==> config.mk <==
export PLATFORM = sky130hd
export DESIGN_NAME = dma_write_ctrl
export DESIGN_NICKNAME = d
export VERILOG_FILES = /design/src/verilog/mm_pkg.sv /design/src/verilog/dma_write_ctrl.sv
export SDC_FILE = /design/constraint.sdc
export NUM_CORES = 1
export LEC_CHECK = 0
export ABC_AREA = 1
export BUFFER_PORTS_ARGS = -buffer_cell sky130_fd_sc_hd__clkbuf_2
export CORE_AREA = 5 5 238 240
export DETAILED_ROUTE_END_ITERATION = 10
export DIE_AREA = 0 0 243 245
export PLACE_DENSITY = 0.38
export SLEW_MARGIN = 5
export SYNTH_ARGS = -nofsm -noshare
export SYNTH_HDL_FRONTEND = slang
export SYNTH_SLANG_ARGS = --single-unit
==> constraint.sdc <==
create_clock -name clk -period 1.7 [get_ports clk]
set_input_delay 0.425 -clock clk [delete_from_list [all_inputs] [get_ports clk]]
set_output_delay 0.425 -clock clk [all_outputs]
set_load 0.03 [all_outputs]
==> src/verilog/mm_pkg.sv <==
`default_nettype none
// matrix multiply accelerator shared definitions
// fixed 4x4 matrices of 32-bit words, one 16-beat burst per matrix
package mm_pkg;

    localparam int unsigned MAT_DIM     = 4;
    localparam int unsigned BURST_BEATS = 16;
    localparam int unsigned WORD_BYTES  = 4;
    localparam int unsigned WORD_W      = WORD_BYTES * 8;
    localparam int unsigned ROW_W       = MAT_DIM * WORD_W;
    localparam int unsigned MAT_W       = MAT_DIM * ROW_W;

    typedef logic [WORD_W-1:0] word_t;
    typedef logic [31:0]       addr_t;
    typedef logic [ROW_W-1:0]  row_t;
    // sixteen words, row-major, word 0 in the low bits
    typedef logic [MAT_W-1:0]  mat_t;
    typedef logic [1:0]        row_addr_t;
    typedef logic [3:0]        beat_cnt_t;
    typedef logic              axi_id_t;

    // read ids, r beats are routed by these
    localparam axi_id_t ID_A = 1'b0;
    localparam axi_id_t ID_B = 1'b1;

    typedef enum logic [2:0] {
        RD_IDLE,
        RD_AR_A,
        RD_AR_B,
        RD_LOAD,
        RD_HOLD
    } read_state_t;

    typedef enum logic [1:0] {
        MM_IDLE,
        MM_RUN,
        MM_FLUSH
    } mm_state_t;

    typedef enum logic [1:0] {
        WR_IDLE,
        WR_ADDR,
        WR_DATA,
        WR_RESP
    } write_state_t;

endpackage
`default_nettype wire

==> src/verilog/dma_write_ctrl.sv <==
`timescale 1ns/1ns
`default_nettype none
// write stage of the dma engine
// sends C as one 16-beat write burst and waits for the response
module dma_write_ctrl (
    input  wire                clk,
    input  wire                rst_n,
    input  wire mm_pkg::addr_t mat_c_addr_i,
    input  wire                mm_done_i,
    input  wire mm_pkg::mat_t  c_words_i,
    output logic               awvalid_o,
    output mm_pkg::addr_t      awaddr_o,
    input  wire                awready_i,
    output logic               wvalid_o,
    output mm_pkg::word_t      wdata_o,
    output logic               wlast_o,
    input  wire                wready_i,
    input  wire                bvalid_i,
    output logic               bready_o,
    output logic               done_o
);

    mm_pkg::write_state_t state;
    // index of the C word on the w channel
    mm_pkg::beat_cnt_t    word_cnt;

    assign awvalid_o = (state == mm_pkg::WR_ADDR);
    assign awaddr_o  = mat_c_addr_i;
    assign wvalid_o  = (state == mm_pkg::WR_DATA);
    // counter only moves on a handshake so data holds under stall
    assign wdata_o   = c_words_i[word_cnt * mm_pkg::WORD_W +: mm_pkg::WORD_W];
    assign wlast_o   = wvalid_o &&
                       (word_cnt == mm_pkg::beat_cnt_t'(mm_pkg::BURST_BEATS - 1));
    assign bready_o  = (state == mm_pkg::WR_RESP);

    always_ff @(posedge clk) begin
        if (!rst_n) begin
            state    <= mm_pkg::WR_IDLE;
            word_cnt <= '0;
            done_o   <= 1'b0;
        end else begin
            done_o <= 1'b0;
            case (state)
                mm_pkg::WR_IDLE: begin
                    if (mm_done_i) begin
                        state    <= mm_pkg::WR_ADDR;
                        word_cnt <= '0;
                    end
                end
                mm_pkg::WR_ADDR: begin
                    if (awready_i) begin
                        state <= mm_pkg::WR_DATA;
                    end
                end
                mm_pkg::WR_DATA: begin
                    if (wready_i) begin
                        word_cnt <= word_cnt + 4'd1;
                        if (wlast_o) begin
                            state <= mm_pkg::WR_RESP;
                        end
                    end
                end
                mm_pkg::WR_RESP: begin
                    // bresp not checked
                    if (bvalid_i) begin
                        state  <= mm_pkg::WR_IDLE;
                        done_o <= 1'b1;
                    end
                end
                default: state <= mm_pkg::WR_IDLE;
            endcase
        end
    end

endmodule
`default_nettype wire

==> impl_metrics.py <==
metrics = {
    "cts": {
        "clock-sinks": 7,
        "cts_tree": "built",
        "clock_latency_ps": 230,
        "cts-htree-levels": 1,
        "cts_buffer_depth": 2,
        "ctsHoldBuffers": 0,
        "clockRootBuffer": "clkbuf_16",
        "path_clk_slew_ps": 40,
        "cts_buffers": 3,
    },
    "placed_design": {
        "hpwl_mm": 41.5,
        "place_area_um2": 11500,
        "routabilityCongestion": 0.896,
        "port_buffers": 554,
    },
    "worst_setup_path": {
        "worst-path-max-fanout": 26,
        "worstPathRequired_ps": 1270,
        "arrival_ps": 1830,
        "rrSetupSlack_ps": 0,
        "crit_type": "flop to primary output",
        "cp-start-kind": "flop",
        "end_kind": "primary output",
        "rr_worst_depth": 10,
    },
    "yosys": {
        "ys_seq_area_frac": 0.0193,
        "synth_top_area_frac": 0.358,
        "ys_seq_elements": 7,
        "syn_area_per_cell_um2": 4.40,
        "synthDistinctLibCells": 17,
        "yosys-top-cells-area": "nand2_1, nand3_1, inv_1, buf_6, buf_2",
        "synth_top_area_cell": "nand2_1",
        "synth_area_um2": 7270,
        "ys_warn_count": 0,
        "synth_nets": 2211,
        "synthCells": 1654,
    },
    "detailed_routing": {
        "wire_per_inst_um": 17.1,
        "wl_mm": 50.3,
        "route.detailed.drc": 0,
        "vias": 11582,
        "viasPerCell": 3.93,
        "ant_nets": 0,
        "first_pass_iters": 5,
        "drt_iter0_drc": 413,
    },
    "floorplanning": {
        "start_util": 0.134,
        "die_w_um": 243,
        "io-pin-count": 619,
        "die_area_um2": 59500,
        "die_h_um": 245,
        "rows": 86,
        "core-area_um2": 54400,
    },
    "timing": {
        "setup_viol": 34,
        "slew_headroom": 0.849,
        "hold_viol": 0,
        "fmax_ghz": 0.444,
        "fin_skew_ps": 3.49,
        "tns_ps": -15640,
        "worst-slew-pin-transition_ps": 225,
        "fin_crit_ps": 2250,
        "setup_slack_ps": -553,
        "rsz0062_at_grt": "true",
        "period_share": 1.33,
        "maxSlewViolCount": 0,
    },
    "worst_hold_path": {
        "hold_class": "primary input to flop",
        "hold_depth": 3,
    },
    "global_routing": {
        "antenna_found_initial": 3,
        "grt-ovfl-total": 0,
        "grt_pass1_vias": 11799,
        "grt_first_pass_wirelength_mm": 72.3,
        "grt_max_degree": 27,
        "grt.total_usage": 0.157,
    },
    "outcome": {
        "failed_checks": "setup timing",
        "outcome": "finished, violations left",
    },
    "layout": {
        "final_nets": 2798,
        "area_delta_synth_final_pct": 79.8,
        "final_common_cell": "nand2_1",
        "final_cell_mix": "nand2_1, clkbuf_2, inv_1",
        "drive_gt1_frac": 0.371,
        "final_area_um2": 13100,
    },
    "pwr": {
        "peakVddDrop_mv": 0.389,
        "power_density_nw_per_um2": 894,
        "p_leak_uw": 0.00845,
    },
    "run": {
        "max_cap_violations": 0,
    },
}
## path summary, 6_finish.rpt
kind	from	to
worst max register to register	word_cnt[1]$_SDFFE_PN0P_	state[1]$_SDFFE_PN0P_
worst min-delay path	bvalid_i	done_o$_SDFF_PN0_
worst min register to register	state[0]$_SDFFE_PN0P_	state[0]$_SDFFE_PN0P_
worst max-delay path	word_cnt[0]$_SDFFE_PN0P_	wdata_o[30]
## cells by family after synthesis
logic type,synth area share
and+or+nand+nor,0.634
buffers and inverters,0.332
adders and majority gates,0.0120
AOI/OAI and AO/OA,0.00275
DFF,0.0193
## synthesized netlist by cell type
library cell and instances:
inv_2 1, a21oi_1 1, clkbuf_4 1, clkbuf_1 8, nand2_1 694, nand3_1 388
buf_4 34, inv_1 396, nand4_1 1, ha_1 7, dfxtp_1 7, buf_2 55
buf_6 26, o21ai_0 3, buf_1 15, inv_4 1, nor2_1 16
## worst max-delay path, cell delays in order (launching register included)
cell	delay [ps]
dfxtp_4	450
buf_4	190
buf_12	170
nand2_1	110
nand3_1	90
nand3_1	150
nand3_1	150
nand2_1	60
clkbuf_4	180
## stage by stage
stage          hold WS [ps]  setup WS [ps]  utilization  power, µW  instances
6_report                421           -553        0.240      11700       2947
5_1_grt                 433           -632        0.240      12700       2945
3_5_place_dp            536           -450        0.211       9140       2906
2_1_floorplan           508           19.1            -       5560       1654
4_1_cts                 416           -560        0.234      11400       2928
3_3_place_gp            546           -418        0.211       9190       2906
## power by group
part,switching (µW),total (µW),internal (µW)
clock network,103,417,314
logic,5980,11000,5010
registers,78.4,288,210
## what timing repair did
action / 4_1_cts / 5_1_grt
gates resized for setup: 197 / 30
endpoints found under the hold margin: 0 / 0
cloned: 10 / 4
pin swaps: 13 / 8
endpoints found under the setup margin: 36 / 36
buffers inserted: 8 / 12
## layer usage
| layer | global-route usage | wire (µm) | up-vias |
|---|---|---|---|
| met5 | 0 | 13 | - |
| met1 | 0.211 | 22800 | 5063 |
| met2 | 0.268 | 23700 | 452 |
| li1 | - | - | 6021 |
| met4 | 0.0250 | 808 | 2 |
| met3 | 0.0283 | 2960 | 44 |
## state kept, by name (all words and copies together) (netlist names)
signal and cells:
done_o 1, state 2, word_cnt 4
## cell type report
| class | count | area, µm² |
|---|---|---|
| Fill cell | 6501 | 41400 |
| Timing Repair Buffer | 720 | 5240 |
| Multi-Input combinational cell | 1110 | 5190 |
| Inverter | 398 | 1520 |
| Tap cell | 704 | 881 |
| Sequential cell | 7 | 154 |
| Clock buffer | 4 | 78.8 |
| Antenna cell | 3 | 7.51 |
| Timing Repair inverter | 1 | 6.26 |
(Power assumes the default switching activity.)
