$ cat config.mk
export PLATFORM = sky130hd
export DESIGN_NAME = row_buffer
export DESIGN_NICKNAME = d
export VERILOG_FILES = /design/src/verilog/mm_pkg.sv /design/src/verilog/row_buffer.sv
export SDC_FILE = /design/constraint.sdc
export NUM_CORES = 1
export LEC_CHECK = 0
export BUFFER_PORTS_ARGS = -buffer_cell sky130_fd_sc_hd__buf_4
export CORE_ASPECT_RATIO = 0.6
export CORE_MARGIN = 2
export CORE_UTILIZATION = 54
export CTS_BUF_LIST = sky130_fd_sc_hd__clkbuf_8
export CTS_CLUSTER_SIZE = 30
export DETAILED_ROUTE_END_ITERATION = 16
export HOLD_SLACK_MARGIN = 0.02
export PLACE_DENSITY = 0.78
export SYNTH_ARGS = -nofsm -noshare
export SYNTH_HDL_FRONTEND = slang
export SYNTH_SLANG_ARGS = --single-unit
export TNS_END_PERCENT = 10
$ cat constraint.sdc
create_clock -name clk -period 12.6 [get_ports clk]
set_input_delay 2.52 -clock clk [delete_from_list [all_inputs] [get_ports clk]]
set_output_delay 2.52 -clock clk [all_outputs]
set_load 0.1 [all_outputs]
$ cat src/verilog/mm_pkg.sv
`default_nettype none
// matrix multiply accelerator shared definitions
// fixed 4x4 matrices of 32-bit words, one 16-beat burst per matrix
package mm_pkg;

    localparam int unsigned MAT_DIM     = 4;
    localparam int unsigned BURST_BEATS = 16;
    localparam int unsigned WORD_BYTES  = 4;
    localparam int unsigned WORD_W      = WORD_BYTES * 8;
    localparam int unsigned ROW_W       = MAT_DIM * WORD_W;
    localparam int unsigned MAT_W       = MAT_DIM * ROW_W;

    typedef logic [WORD_W-1:0] word_t;
    typedef logic [31:0]       addr_t;
    typedef logic [ROW_W-1:0]  row_t;
    // sixteen words, row-major, word 0 in the low bits
    typedef logic [MAT_W-1:0]  mat_t;
    typedef logic [1:0]        row_addr_t;
    typedef logic [3:0]        beat_cnt_t;
    typedef logic              axi_id_t;

    // read ids, r beats are routed by these
    localparam axi_id_t ID_A = 1'b0;
    localparam axi_id_t ID_B = 1'b1;

    typedef enum logic [2:0] {
        RD_IDLE,
        RD_AR_A,
        RD_AR_B,
        RD_LOAD,
        RD_HOLD
    } read_state_t;

    typedef enum logic [1:0] {
        MM_IDLE,
        MM_RUN,
        MM_FLUSH
    } mm_state_t;

    typedef enum logic [1:0] {
        WR_IDLE,
        WR_ADDR,
        WR_DATA,
        WR_RESP
    } write_state_t;

endpackage
`default_nettype wire

$ cat src/verilog/row_buffer.sv
`timescale 1ns/1ns
`default_nettype none
// operand row buffer
// four 128-bit rows, one write port, one registered read port
module row_buffer (
    input  wire                    clk,
    input  wire                    wren_i,
    input  wire mm_pkg::row_addr_t waddr_i,
    input  wire mm_pkg::row_t      wdata_i,
    input  wire mm_pkg::row_addr_t raddr_i,
    output mm_pkg::row_t           rdata_o
);

    // one entry per matrix row
    mm_pkg::row_t mem [mm_pkg::MAT_DIM];

    always_ff @(posedge clk) begin
        if (wren_i) begin
            mem[waddr_i] <= wdata_i;
        end
        // read data lands one cycle after the address
        rdata_o <= mem[raddr_i];
    end

endmodule
`default_nettype wire

==> results of run 1 <==
==> power by group <==
group	leakage, nW	switching, mW	internal [mW]
clock network	1.05	0.726	0.804
registers	5.78	0.0355	2.41
logic	2.14	0.399	0.140
==> metal layers <==
layer / share of wire, % / GRT usage (%) / wire length, um
met1: 40 / 23.99 / 15320
met2: 50 / 30.11 / 18760
met3: 7.9 / 6.264 / 3005
met4: 1.9 / 6.322 / 720
met5: 0.11 / 0 / 41
==> cell type report <==
cell class	count	area (um2)
diodes	4	10.01
clock buffers	106	1459
clock inverters	58	292.8
fillers	2543	13480
multi-input cells	132	2938
flip-flops and latches	640	17940
well taps	522	653.1
repair buffers	270	2051
==> critical path: cells and delay by family <==
| kind | cells | cell delay (ns) |
|---|---|---|
| buffers and inverters | 3 | 1.47 |
| AND/OR/NAND/NOR | 1 | 0.74 |
==> state kept, by name, summed over array words and instances (netlist names) <==
| signal | count |
|---|---|
| mem | 512 |
| rdata_o | 128 |
==> cells in the final DEF (no fill, tap or decap) <==
cell,instances
buf_12,1
edfxtp_1,512
bufinv_16,2
clkbuf_8,106
inv_1,43
and3_4,1
nor3b_4,1
buf_6,1
mux4_2,128
buf_8,1
and3b_4,2
buf_4,267
diode_2,4
clkinv_2,6
clkinv_1,3
clkinvlp_4,4
dfxtp_1,128
==> kinds of logic (layout without fill, tap and decap cells) <==
logic type	Yosys count	after routing	synth area share, %
flops	640	640	84.75
mux	128	128	13.62
buf+inv	28	434	1.484
simple gates	4	4	0.1478
other cells	0	4	0
==> through the flow <==
step | cells | util (%)
after global placement | 1564 | 60.74
after floorplan | 800 | -
after CTS | 1728 | 65.26
final | 1732 | 65.28
after detailed placement | 1564 | 60.74
after global routing | 1729 | 65.26
==> worst max path at each step <==
stage | startpoint | end | slack, ns | cells past startpoint
after floorplan | waddr_i[1] | mem[0][0] | 4.59 | 1
after global placement | waddr_i[1] | mem[1][18] | 7.32 | 4
after detailed placement | waddr_i[1] | mem[1][72] | 7.28 | 4
after CTS | waddr_i[1] | mem[1][117] | 7.95 | 4
after global routing | waddr_i[1] | mem[1][72] | 7.86 | 4
final | waddr_i[1] | mem[1][21] | 7.99 | 4
==> reports/qor.yml, run 1 <==
status: "complete, no violations"
final_area_um2: 25340
ff2ff_path_depth: 1
ys_seq_area_share_pct: 84.75
first_pass_iters: 7
drt-wirelength-per-cell_um: 21.85
ys_types: 10
fin_ws_ns: 7.987
num-nets-final: 1267
start_kind: "input port"
routed_wl_um: 37850
yosysMostFrequentCell: "edfxtp_1"
vias: 9180
core_um2: 38820
cpPeakStageDelay_ns: 0.74
synth_edf_count: 512
ys_warn_count: 0
ant_nets: 0
syn_inst: 800
die_w_um: 259.6
insertion_delay_ns: 0.63
r2r-start: "mem[3][85]"
hp-class: "reg2reg"
period_minus_slack_ns: 4.613
htree_levels: 3
hold_depth: 1
ctsHoldBuffers: 0
cp_max_fo: 54
clock_sinks: 640
ctsLongestPathBuffers: 3
slew_headroom_pct: 31.33
async_flop_share_pct: 0
clk_pin_slew_ns: 0.07
avgSynthCellArea_um2: 26.46
drtIter0Drc: 630
cp_common_cell: "buf_4"
cellLeakagePower_nw: 8.972
grt_pass1_vias: 9754
avgViaCountPerCell: 5.300
dp_hpwl_um: 22020
hold_end: "rdata_o[107]"
synth-main-ff-cell: "edfxtp_1"
die_y_um: 157.4
cts_resized: 0
rsz0062_at_grt: "no"
netlist_top_cells_count: "edfxtp_1, dfxtp_1, mux4_2"
rr_endpoint: "rdata_o[85]"
netlist_area_um2: 21170
required_ns: 12.85
ys_top_cells_by_area: "edfxtp_1, mux4_2, dfxtp_1, buf_12, buf_2"
crit_path_end_kind: "register"
hold_slack_ns: 0.5402
grt_use_total_pct: 18.61
synth_nets: 934
pin_count: 262
clock_skew_ns: 0.02116
max_freq_ghz: 0.2168
finalPower_mw: 4.517
drv_slew: 0
area_growth_pct: 19.73
drc: 0
num_rows: 56
final_layout_size_suffix_gt1_share_pct: 43.12
irDropWorstVdd_v: 0.0001132
overflow: 0
yosys.area.top_type_share_pct: 72.64
cts-root-buf: "clkbuf_8"
min_from: "mem[2][107]"
p_per_area_nw_per_um2: 178.2
synth_seq_cells: 640
post_cts_buffers: 0
antenna_found_initial: 6
arrival_ns: 4.86
cts_tree: "yes"
timing.final.crit_share_pct: 36.61
dieArea_um2: 40850
max_cap_violations: 0
dp_slack_ns: 7.281
grt_pass1_wl_um: 55800
hold_viol: 0
start_util_pct: 54.53
worstSetupPathType: "in2reg"
r2r_slack_ns: 11.60
gp_congestion: 0.7282
cp_cell_sequence: "buf_4 -> and3b_4 -> buf_4 -> buf_4"
yosys.area.top_type: "edfxtp_1"
dpl-instance-area_um2: 23580
crit_slowest_cell: "and3b_4"
cts_buffers: 89
finalSetupViolCount: 0
io_buffers: 261
tightest_slew_ns: 1.030
fin_setup_tns_ns: 0
grt_max_degree: 129
No activity file was read; power rests on OpenSTA's default activity.
==> run 2: changes to the inputs <==
- CORE_UTILIZATION: 54 -> 55
- PLACE_DENSITY: 0.78 -> 0.76
- clock period: 12.6 -> 4.31 ns (I/O delays scaled with it)
==> run 2 against run 1 <==
Against the previous run:
- wire length is 0.97% lower
- first-iteration DRC count is 3.7% higher
- critical path depth is 3 lower
- core utilization is 2.0 points higher
- sequential share of layout area is 0.27 points lower
- total power grew to 2.9 times the previous value
- clock skew is 0.0011 ns higher
- critical path type is now reg2out
- largest cell class unchanged
- highest routed layer unchanged
==> reports/qor.yml, run 2 (synthesis results as in run 1) <==
status: "complete, no violations"
cts_tree: "yes"
num_rows: 55  # -1.8%
irDropWorstVdd_v: 0.0002702  # +140%
required_ns: 3.45  # -9.40 ns
core_um2: 37780  # -2.7%
layout_common_cells: "edfxtp_1, buf_4, mux4_2, dfxtp_1, clkbuf_8"
cellLeakagePower_nw: 8.993  # +0.24%
multi_input_area_um2: 2938  # unchanged
finalSetupViolCount: 0  # unchanged
reg.largest.list: "mem (512), rdata_o (128)"
top_register: "mem"
htree_levels: 3  # unchanged
drv_slew: 0  # unchanged
ant_nets: 0  # unchanged
final_layout_size_suffix_gt1_share_pct: 43.91  # +0.79 points
hold_slack_ns: 0.4406  # -0.09959 ns
start_kind: "register"
drc: 0  # unchanged
area_growth_pct: 20.18
nFillCells: 2407  # -5.3%
die_w_um: 257.3  # -0.90%
drt-wirelength-per-cell_um: 21.79  # -0.28%
max_cap_violations: 0  # unchanged
min_from: "wdata_i[25]"
hold_depth: 1  # unchanged
fin_ws_ns: 2.107  # -5.880 ns
start_util_pct: 56.02  # +1.5 points
io_buffers: 261  # unchanged
dp_slack_ns: 1.656  # -5.625 ns
final_area_um2: 25440  # +0.38%
ff2ff_path_depth: 1  # unchanged
num-nets-final: 1270  # +0.24%
clk_pin_slew_ns: 0.06  # about the same
finalPower_mw: 13.27  # +190%
crit_slowest_cell: "dfxtp_1"
dpl-instance-area_um2: 23670  # +0.38%
p_per_area_nw_per_um2: 521.5  # +190%
max_freq_ghz: 0.4539
register_area_um2: 17940  # unchanged
hold_end: "mem[0][25]"
tightest_slew_ns: 0.8997  # -0.1304 ns
cp_max_fo: 1  # -98%
first_pass_iters: 4  # -3
die_y_um: 156.0  # -0.89%
ctsLongestPathBuffers: 3  # unchanged
grt_pass1_vias: 9653  # -1.0%
r2r_slack_ns: 3.33  # -8.27 ns
r2r-start: "mem[3][85]"
overflow: 0  # unchanged
antenna_found_initial: 2  # -4
cp_cell_sequence: "buf_4"
crit_path_end_kind: "output port"
timing.final.crit_share_pct: 51.11
dieArea_um2: 40120  # -1.8%
hp-class: "in2reg"
final_common_cell: "edfxtp_1"
slew_headroom_pct: 40.02  # +8.7 points
cts_buffers: 87  # -2.2%
pin_count: 262  # unchanged
clock_sinks: 640  # unchanged
rr_endpoint: "rdata_o[85]"
rsz0062_at_grt: "no"
cp.buffers_inverters: 1  # -2
antenna-diode-count: 0  # -4
avgViaCountPerCell: 5.282  # -0.34%
post_cts_buffers: 0  # unchanged
routed_wl_um: 37480  # -0.97%
cts-root-buf: "clkbuf_8"
grt_pass1_wl_um: 56270  # +0.84%
gp_congestion: 0.7573  # +4.0%
drtIter0Drc: 653  # +3.7%
period_minus_slack_ns: 2.203
clock_skew_ns: 0.02230  # +0.001142 ns
hold_viol: 0  # unchanged
insertion_delay_ns: 0.62  # about the same
worst-path-stages: 1  # -3
cpPeakStageDelay_ns: 0.40  # -0.34 ns
worstSetupPathType: "reg2out"
largest_reg_flops: 512  # unchanged
cts_resized: 0  # unchanged
arrival_ns: 1.34  # -3.52 ns
grt_max_degree: 129  # unchanged
grt_use_total_pct: 18.98  # +0.37 points
dp_hpwl_um: 21470  # -2.5%
cp_top_family: "flip-flops"
post-route-util_pct: 67.33  # +2.0 points
ctsHoldBuffers: 0  # unchanged
vias: 9085  # -1.0%
[run 2: changes by cell type in the layout (fill, tap and decap cells not counted), sizes merged]
cell / previous run / this run
inv: 43 / 32
clkinv: 9 / 19
buf: 270 / 275
clkinvlp: 4 / 0
diode: 4 / 0
bufinv: 2 / 3
[run 2: report_power, final]
part,switching [mW],leakage [nW],internal (mW)
Sequential,0.109,5.78,7.05
Clock,2.11,1.03,2.42
Combinational,1.16,2.18,0.416
[run 2: through the flow]
step	cells	setup TNS (ns)
5_1_grt	1720	0
3_5_place_dp	1560	0
2_1_floorplan	800	-62.99
6_report	1720	0
4_1_cts	1720	0
3_3_place_gp	1560	0
[run 2: metal layers]
layer | up-vias | GRT usage, % | part of all wire (%)
li1 | 4028 | - | -
met1 | 4743 | 25.96 | 42
met2 | 275 | 30.61 | 50
met3 | 35 | 5.426 | 7.0
met4 | 4 | 4.983 | 0.87
met5 | - | 0 | 0.083
[run 2: cell type report]
type                       instances  area share, %
clock buffer                     106          5.735
multi-input combinational        132          11.55
timing repair buffer             275          8.455
clock inverter                    54          1.220
sequential                       640          70.52
tap                              513          2.523
[run 2: how the worst max path moves through the flow]
stage / slack (ns) / end / start
after global placement: 1.70 / rdata_o[61] / raddr_i[0]
after detailed placement: 1.66 / rdata_o[62] / raddr_i[0]
final: 2.11 / rdata_o[99] / rdata_o[99]
after CTS: 2.07 / rdata_o[99] / rdata_o[99]
after global routing: 2.05 / rdata_o[99] / rdata_o[99]
after floorplan: -0.25 / mem[0][0] / wren_i
