## config.mk

```make
export PLATFORM = sky130hd
export DESIGN_NAME = dma_read_ctrl
export DESIGN_NICKNAME = d
export VERILOG_FILES = /design/src/verilog/mm_pkg.sv /design/src/verilog/dma_read_ctrl.sv
export SDC_FILE = /design/constraint.sdc
export NUM_CORES = 1
export LEC_CHECK = 0
export ABC_AREA = 0
export BUFFER_PORTS_ARGS = -buffer_cell sky130_fd_sc_hd__buf_4
export CAP_MARGIN = 10
export CORE_MARGIN = 4
export CORE_UTILIZATION = 35
export DETAILED_ROUTE_END_ITERATION = 12
export HOLD_SLACK_MARGIN = 0.05
export SLEW_MARGIN = 10
export SYNTH_ARGS = -nofsm -noshare
export SYNTH_HDL_FRONTEND = slang
export SYNTH_SLANG_ARGS = --single-unit
```

## constraint.sdc

```tcl
create_clock -name clk -period 6.9 [get_ports clk]
set_clock_uncertainty 0.05 [all_clocks]
set_input_delay 0.69 -clock clk [delete_from_list [all_inputs] [get_ports clk]]
set_output_delay 0.69 -clock clk [all_outputs]
set_load 0.05 [all_outputs]
```

## src/verilog/mm_pkg.sv

```systemverilog
`default_nettype none
// matrix multiply accelerator shared definitions
// fixed 4x4 matrices of 32-bit words, one 16-beat burst per matrix
package mm_pkg;

    localparam int unsigned MAT_DIM     = 4;
    localparam int unsigned BURST_BEATS = 16;
    localparam int unsigned WORD_BYTES  = 4;
    localparam int unsigned WORD_W      = WORD_BYTES * 8;
    localparam int unsigned ROW_W       = MAT_DIM * WORD_W;
    localparam int unsigned MAT_W       = MAT_DIM * ROW_W;

    typedef logic [WORD_W-1:0] word_t;
    typedef logic [31:0]       addr_t;
    typedef logic [ROW_W-1:0]  row_t;
    // sixteen words, row-major, word 0 in the low bits
    typedef logic [MAT_W-1:0]  mat_t;
    typedef logic [1:0]        row_addr_t;
    typedef logic [3:0]        beat_cnt_t;
    typedef logic              axi_id_t;

    // read ids, r beats are routed by these
    localparam axi_id_t ID_A = 1'b0;
    localparam axi_id_t ID_B = 1'b1;

    typedef enum logic [2:0] {
        RD_IDLE,
        RD_AR_A,
        RD_AR_B,
        RD_LOAD,
        RD_HOLD
    } read_state_t;

    typedef enum logic [1:0] {
        MM_IDLE,
        MM_RUN,
        MM_FLUSH
    } mm_state_t;

    typedef enum logic [1:0] {
        WR_IDLE,
        WR_ADDR,
        WR_DATA,
        WR_RESP
    } write_state_t;

endpackage
`default_nettype wire

```

## src/verilog/dma_read_ctrl.sv

```systemverilog
`timescale 1ns/1ns
`default_nettype none
// read stage of the dma engine
// issues the A and B read bursts, packs r beats into 128-bit rows
// and writes the rows into the two operand buffers
module dma_read_ctrl (
    input  wire                  clk,
    input  wire                  rst_n,
    input  wire mm_pkg::addr_t   mat_a_addr_i,
    input  wire mm_pkg::addr_t   mat_b_addr_i,
    input  wire                  start_i,
    input  wire                  job_done_i,
    output logic                 arvalid_o,
    output mm_pkg::addr_t        araddr_o,
    output mm_pkg::axi_id_t      arid_o,
    input  wire                  arready_i,
    input  wire                  rvalid_i,
    input  wire mm_pkg::word_t   rdata_i,
    input  wire mm_pkg::axi_id_t rid_i,
    input  wire                  rlast_i,
    output logic                 rready_o,
    output logic                 buf_a_wren_o,
    output logic                 buf_b_wren_o,
    output mm_pkg::row_addr_t    row_waddr_o,
    output mm_pkg::row_t         row_wdata_o,
    output logic                 load_done_o
);

    mm_pkg::read_state_t state;
    // per-id beat position inside the burst, bits [3:2] give the row
    mm_pkg::beat_cnt_t   beat_a;
    mm_pkg::beat_cnt_t   beat_b;
    mm_pkg::row_t        shift_a;
    mm_pkg::row_t        shift_b;
    // parking spot for a B row that lost the write port
    mm_pkg::row_t        hold_b;
    logic                pend_a;
    logic                pend_b;
    logic                last_a;
    logic                last_b;
    logic                take_a;
    logic                take_b;
    logic                row_end_a;
    logic                row_end_b;

    assign arvalid_o = (state == mm_pkg::RD_AR_A) || (state == mm_pkg::RD_AR_B);
    assign araddr_o  = (state == mm_pkg::RD_AR_B) ? mat_b_addr_i : mat_a_addr_i;
    assign arid_o    = (state == mm_pkg::RD_AR_B) ? mm_pkg::ID_B : mm_pkg::ID_A;
    assign rready_o  = (state == mm_pkg::RD_LOAD);

    // accepted beats split by id
    assign take_a    = rvalid_i && rready_o && (rid_i == mm_pkg::ID_A);
    assign take_b    = rvalid_i && rready_o && (rid_i == mm_pkg::ID_B);
    assign row_end_a = take_a && (beat_a[1:0] == 2'd3);
    assign row_end_b = take_b && (beat_b[1:0] == 2'd3);

    // A has priority on the shared write port
    assign buf_a_wren_o = pend_a;
    assign buf_b_wren_o = pend_b && !pend_a;
    // beat counter already points past the finished row
    assign row_waddr_o  = pend_a ? beat_a[3:2] - 2'd1 : beat_b[3:2] - 2'd1;
    assign row_wdata_o  = pend_a ? shift_a : hold_b;

    always_ff @(posedge clk) begin
        if (!rst_n) begin
            state       <= mm_pkg::RD_IDLE;
            beat_a      <= '0;
            beat_b      <= '0;
            pend_a      <= 1'b0;
            pend_b      <= 1'b0;
            last_a      <= 1'b0;
            last_b      <= 1'b0;
            load_done_o <= 1'b0;
        end else begin
            load_done_o <= 1'b0;
            pend_a      <= row_end_a;
            // B row stays pending while A owns the port
            pend_b      <= row_end_b || (pend_b && pend_a);
            if (take_a) begin
                beat_a <= beat_a + 4'd1;
                last_a <= last_a || rlast_i;
            end
            if (take_b) begin
                beat_b <= beat_b + 4'd1;
                last_b <= last_b || rlast_i;
            end
            case (state)
                mm_pkg::RD_IDLE: begin
                    if (start_i) begin
                        state  <= mm_pkg::RD_AR_A;
                        beat_a <= '0;
                        beat_b <= '0;
                        last_a <= 1'b0;
                        last_b <= 1'b0;
                    end
                end
                mm_pkg::RD_AR_A: begin
                    if (arready_i) begin
                        state <= mm_pkg::RD_AR_B;
                    end
                end
                mm_pkg::RD_AR_B: begin
                    if (arready_i) begin
                        state <= mm_pkg::RD_LOAD;
                    end
                end
                mm_pkg::RD_LOAD: begin
                    // both bursts seen, final row written this cycle
                    if (last_a && last_b && (pend_a != pend_b)) begin
                        load_done_o <= 1'b1;
                        state       <= mm_pkg::RD_HOLD;
                    end
                end
                mm_pkg::RD_HOLD: begin
                    // buffers reused, wait for the write stage
                    if (job_done_i) begin
                        state <= mm_pkg::RD_IDLE;
                    end
                end
                default: state <= mm_pkg::RD_IDLE;
            endcase
        end
    end

    // first beat of a row ends up in the low word
    always_ff @(posedge clk) begin
        if (take_a) begin
            shift_a <= {rdata_i, shift_a[mm_pkg::ROW_W-1:mm_pkg::WORD_W]};
        end
        if (take_b) begin
            shift_b <= {rdata_i, shift_b[mm_pkg::ROW_W-1:mm_pkg::WORD_W]};
        end
        if (row_end_b) begin
            hold_b <= {rdata_i, shift_b[mm_pkg::ROW_W-1:mm_pkg::WORD_W]};
        end
    end

endmodule
`default_nettype wire

```

==> results.toml <==
[route]
drtAntennaViolNets = 0
post_drt_via_cell_ratio = 4.46
routed_wl_mm = 26.4
drc = 0
vias = 6481
drtIter0Drc = 280
drt_first_pass_iters = 4
routed_wire_length_per_instance_um = 18.1

[global_route]
grt_pass1_wl_mm = 39.6
grt.total_usage_pct = 12.3
first_global_vias = 6760
grt_start_max_net_pins = 75
grt.overflow.total = 0
grt_antenna_before_repair = 1

[final_layout]
fin_nets = 1024
number_of_diodes_added_for_antenna_fixing = 0
instances_no_fill = 1454
multi_input_area_um2 = 2300
layout-drive-gt1-share_pct = 52.6
p_r_area_growth_vs_syn_pct = 29.1
seq_area_um2 = 10900
final.fill_count = 3304

[floorplanning]
die-width_um = 203
core_um2 = 37700
initial_utilization_pct = 35.4
die_h_um = 203
core.rowCount = 71
ioPinCount = 272
floorplan.die_area_um2 = 41300

[synth]
syn_area_per_cell_um2 = 21.5
synth_enable_flop_cells = 352
count_of_cell_types_in_the_netlist = 37
synth.yosys.warnings = 0
yosys.area.top_type_share_pct = 79.3
netlist_instances = 621
synth.top_cells.by_area = "sky130_fd_sc_hd__edfxtp_1 (79%), sky130_fd_sc_hd__mux2_2 (13%), sky130_fd_sc_hd__dfxtp_1 (2.4%)"
net_count_of_the_mapped_netlist = 729
most_common_cell_in_the_synthesized_netlist = "sky130_fd_sc_hd__edfxtp_1"
yosys_most_used_dff = "sky130_fd_sc_hd__edfxtp_1"
ys_async_sr_fraction_pct = 0
proportion_of_synthesized_chip_area_in_sequential_cells_pct = 81.7
synthTopCellsByCount = "sky130_fd_sc_hd__edfxtp_1 (352), sky130_fd_sc_hd__mux2_2 (159), sky130_fd_sc_hd__buf_2 (16), sky130_fd_sc_hd__dfxtp_1 (16), sky130_fd_sc_hd__nand3_1 (8)"
yosys_register_bits = 368
yosys.area.top_type = "sky130_fd_sc_hd__edfxtp_1"
post_syn_area_um2 = 13300

[setup_path]
worst_setup_path_end_kind = "primary output"
rr_worst_depth = 4
critPathMaxFanout = 74
worst_setup_path_start_kind = "flop"
criticalPathCategory = "flop to primary output"
cp_data_required_time_ns = 6.16
critical_path.startpoint = "buf_a_wren_o$_SDFF_PN0_"
worstReg2RegStart = "state[0]$_SDFFE_PN0P_"
critPathArrivalTime_ns = 3.11

[hold_path]
timing.hold.worst.class = "primary input to flop"
hold_start = "rdata_i[21]"
hold-path-cell-count = 1

[clocking]
tritoncts = "built"
htree_levels = 2
cts.repair.resized = 0
cts-hold-fix-buffers = 0
clock-root-buffer = "sky130_fd_sc_hd__clkbuf_16"
clkLatencyLatePin_ns = 0.52
post-cts-setup-buffers = 0
cts_buffer_depth = 3
cts_buffers = 39
clock_pin_slew_on_the_worst_setup_and_hold_paths_ns = 0.06
cts_sinks = 368

[timing]
setup_repair_after_global_routing_missed_its_margin = "false"
max_slew.worst_pin.slew_ns = 1.00
final_min_period_over_clock_period_pct = 55.8
fmaxAchievable_mhz = 260
finalCriticalPeriod_ns = 3.85
final_hold_viol_count = 0
slew_headroom_pct = 33.1
fin_tns_setup_ns = 0
final_count_of_negative_setup_slack_endpoints = 0
final_count_of_pins_violating_max_slew = 0

[outcome]
run_status = "finished clean"

[placed_design]
port_buffers = 271
cell_count_after_placement = 1386
detailedPlacementHpwl_mm = 17.0
gp_congestion = 0.772

[pwr]
p_total_w = 0.00469
ir_drop_uv = 151
leakage_nw = 5.99
power_density_nw_per_um2 = 273

[flow_run]
number_of_violations_of_the_max_capacitance_limit = 0
[report_power, final]
| part | internal [W] | switching, W | leakage, nW | total (W) |
|---|---|---|---|---|
| combinational | 0.0000813 | 0.000110 | 2.08 | 0.000191 |
| clock | 0.00127 | 0.000797 | 0.616 | 0.00207 |
| sequential | 0.00243 | 0.00000579 | 3.29 | 0.00243 |
| total | 0.00378 | 0.000912 | 5.99 | 0.00469 |
[metal layers]
metal	global-route usage, %	up-vias	share of wire [%]
li1	-	3054	-
met1	15.8	3178	42
met2	20.4	211	49
met3	3.77	36	7.1
met4	3.40	2	1.8
met5	0	-	0.076
[placed cells by master, fill, tap and decap left out, types with 2 or more instances in the layout]
cell                          n
sky130_fd_sc_hd__buf_4      279
sky130_fd_sc_hd__mux2_2     159
sky130_fd_sc_hd__nand3b_1     4
sky130_fd_sc_hd__o21ai_0      4
sky130_fd_sc_hd__nand3_1      8
sky130_fd_sc_hd__mux2i_1      6
sky130_fd_sc_hd__inv_1        3
sky130_fd_sc_hd__a21oi_1      6
sky130_fd_sc_hd__ha_1         4
sky130_fd_sc_hd__or3_1        2
sky130_fd_sc_hd__nor2_1       4
sky130_fd_sc_hd__clkinv_1    11
sky130_fd_sc_hd__clkbuf_16   41
sky130_fd_sc_hd__nor2_4       2
sky130_fd_sc_hd__xnor2_1      2
sky130_fd_sc_hd__dfxtp_1     15
sky130_fd_sc_hd__and2_1       2
sky130_fd_sc_hd__clkbuf_1     7
sky130_fd_sc_hd__bufinv_16    5
sky130_fd_sc_hd__a31oi_1      2
sky130_fd_sc_hd__edfxtp_1   352
sky130_fd_sc_hd__o21a_1       2
[final cells by class]
class / instances / area share, %
Clock buffer: 48 / 6.11
Clock inverter: 20 / 1.30
Multi-Input combinational cell: 225 / 13.3
Inverter: 3 / 0.0654
Timing Repair Buffer: 279 / 12.2
Sequential cell: 368 / 63.3
Tap cell: 511 / 3.71
[final timing paths]
kind                                  to  slack (ns)
hold / removal    shift_a[117]$_DFFE_PP_        0.32
setup / recovery         row_wdata_o[31]        3.05
hold reg to reg     hold_b[27]$_DFFE_PP_        0.36
setup reg to reg   shift_b[99]$_DFFE_PP_        3.85
[worst max-delay path, stage by stage (launching register included)]
cell                      delay (ns)
sky130_fd_sc_hd__dfxtp_4        0.91
sky130_fd_sc_hd__buf_4          0.89
sky130_fd_sc_hd__mux2_2         0.44
sky130_fd_sc_hd__buf_4          0.20
[state kept, by name, summed over array words and instances (netlist names), 3 cells and up]
name,count
beat_b,4
shift_b,96
hold_b,128
state,3
beat_a,4
shift_a,128
[per-stage QoR]
step | setup slack (ns) | utilization (%) | hold WS, ns | cell area (µm²)
final | 3.05 | 45.7 | 0.320 | 17200
after detailed placement | 3.53 | 42.3 | 0.355 | 15900
after global placement | 3.56 | 42.3 | 0.351 | 15900
after floorplan | 1.18 | - | 0.350 | 13300
after global routing | 2.87 | 45.7 | 0.289 | 17200
after CTS | 2.96 | 45.7 | 0.287 | 17200
[kinds of logic (layout without fill, tap and decap cells)]
logic type	count (synthesis)	after routing	synth area share, %
xor+xnor	2	2	0.131
compound gates	17	17	0.760
buf+inv	28	350	1.28
fa+ha+maj	4	4	0.375
flops	368	368	81.7
mux	166	166	14.0
simple gates	36	36	1.84
No activity file was read; power rests on OpenSTA's default activity.
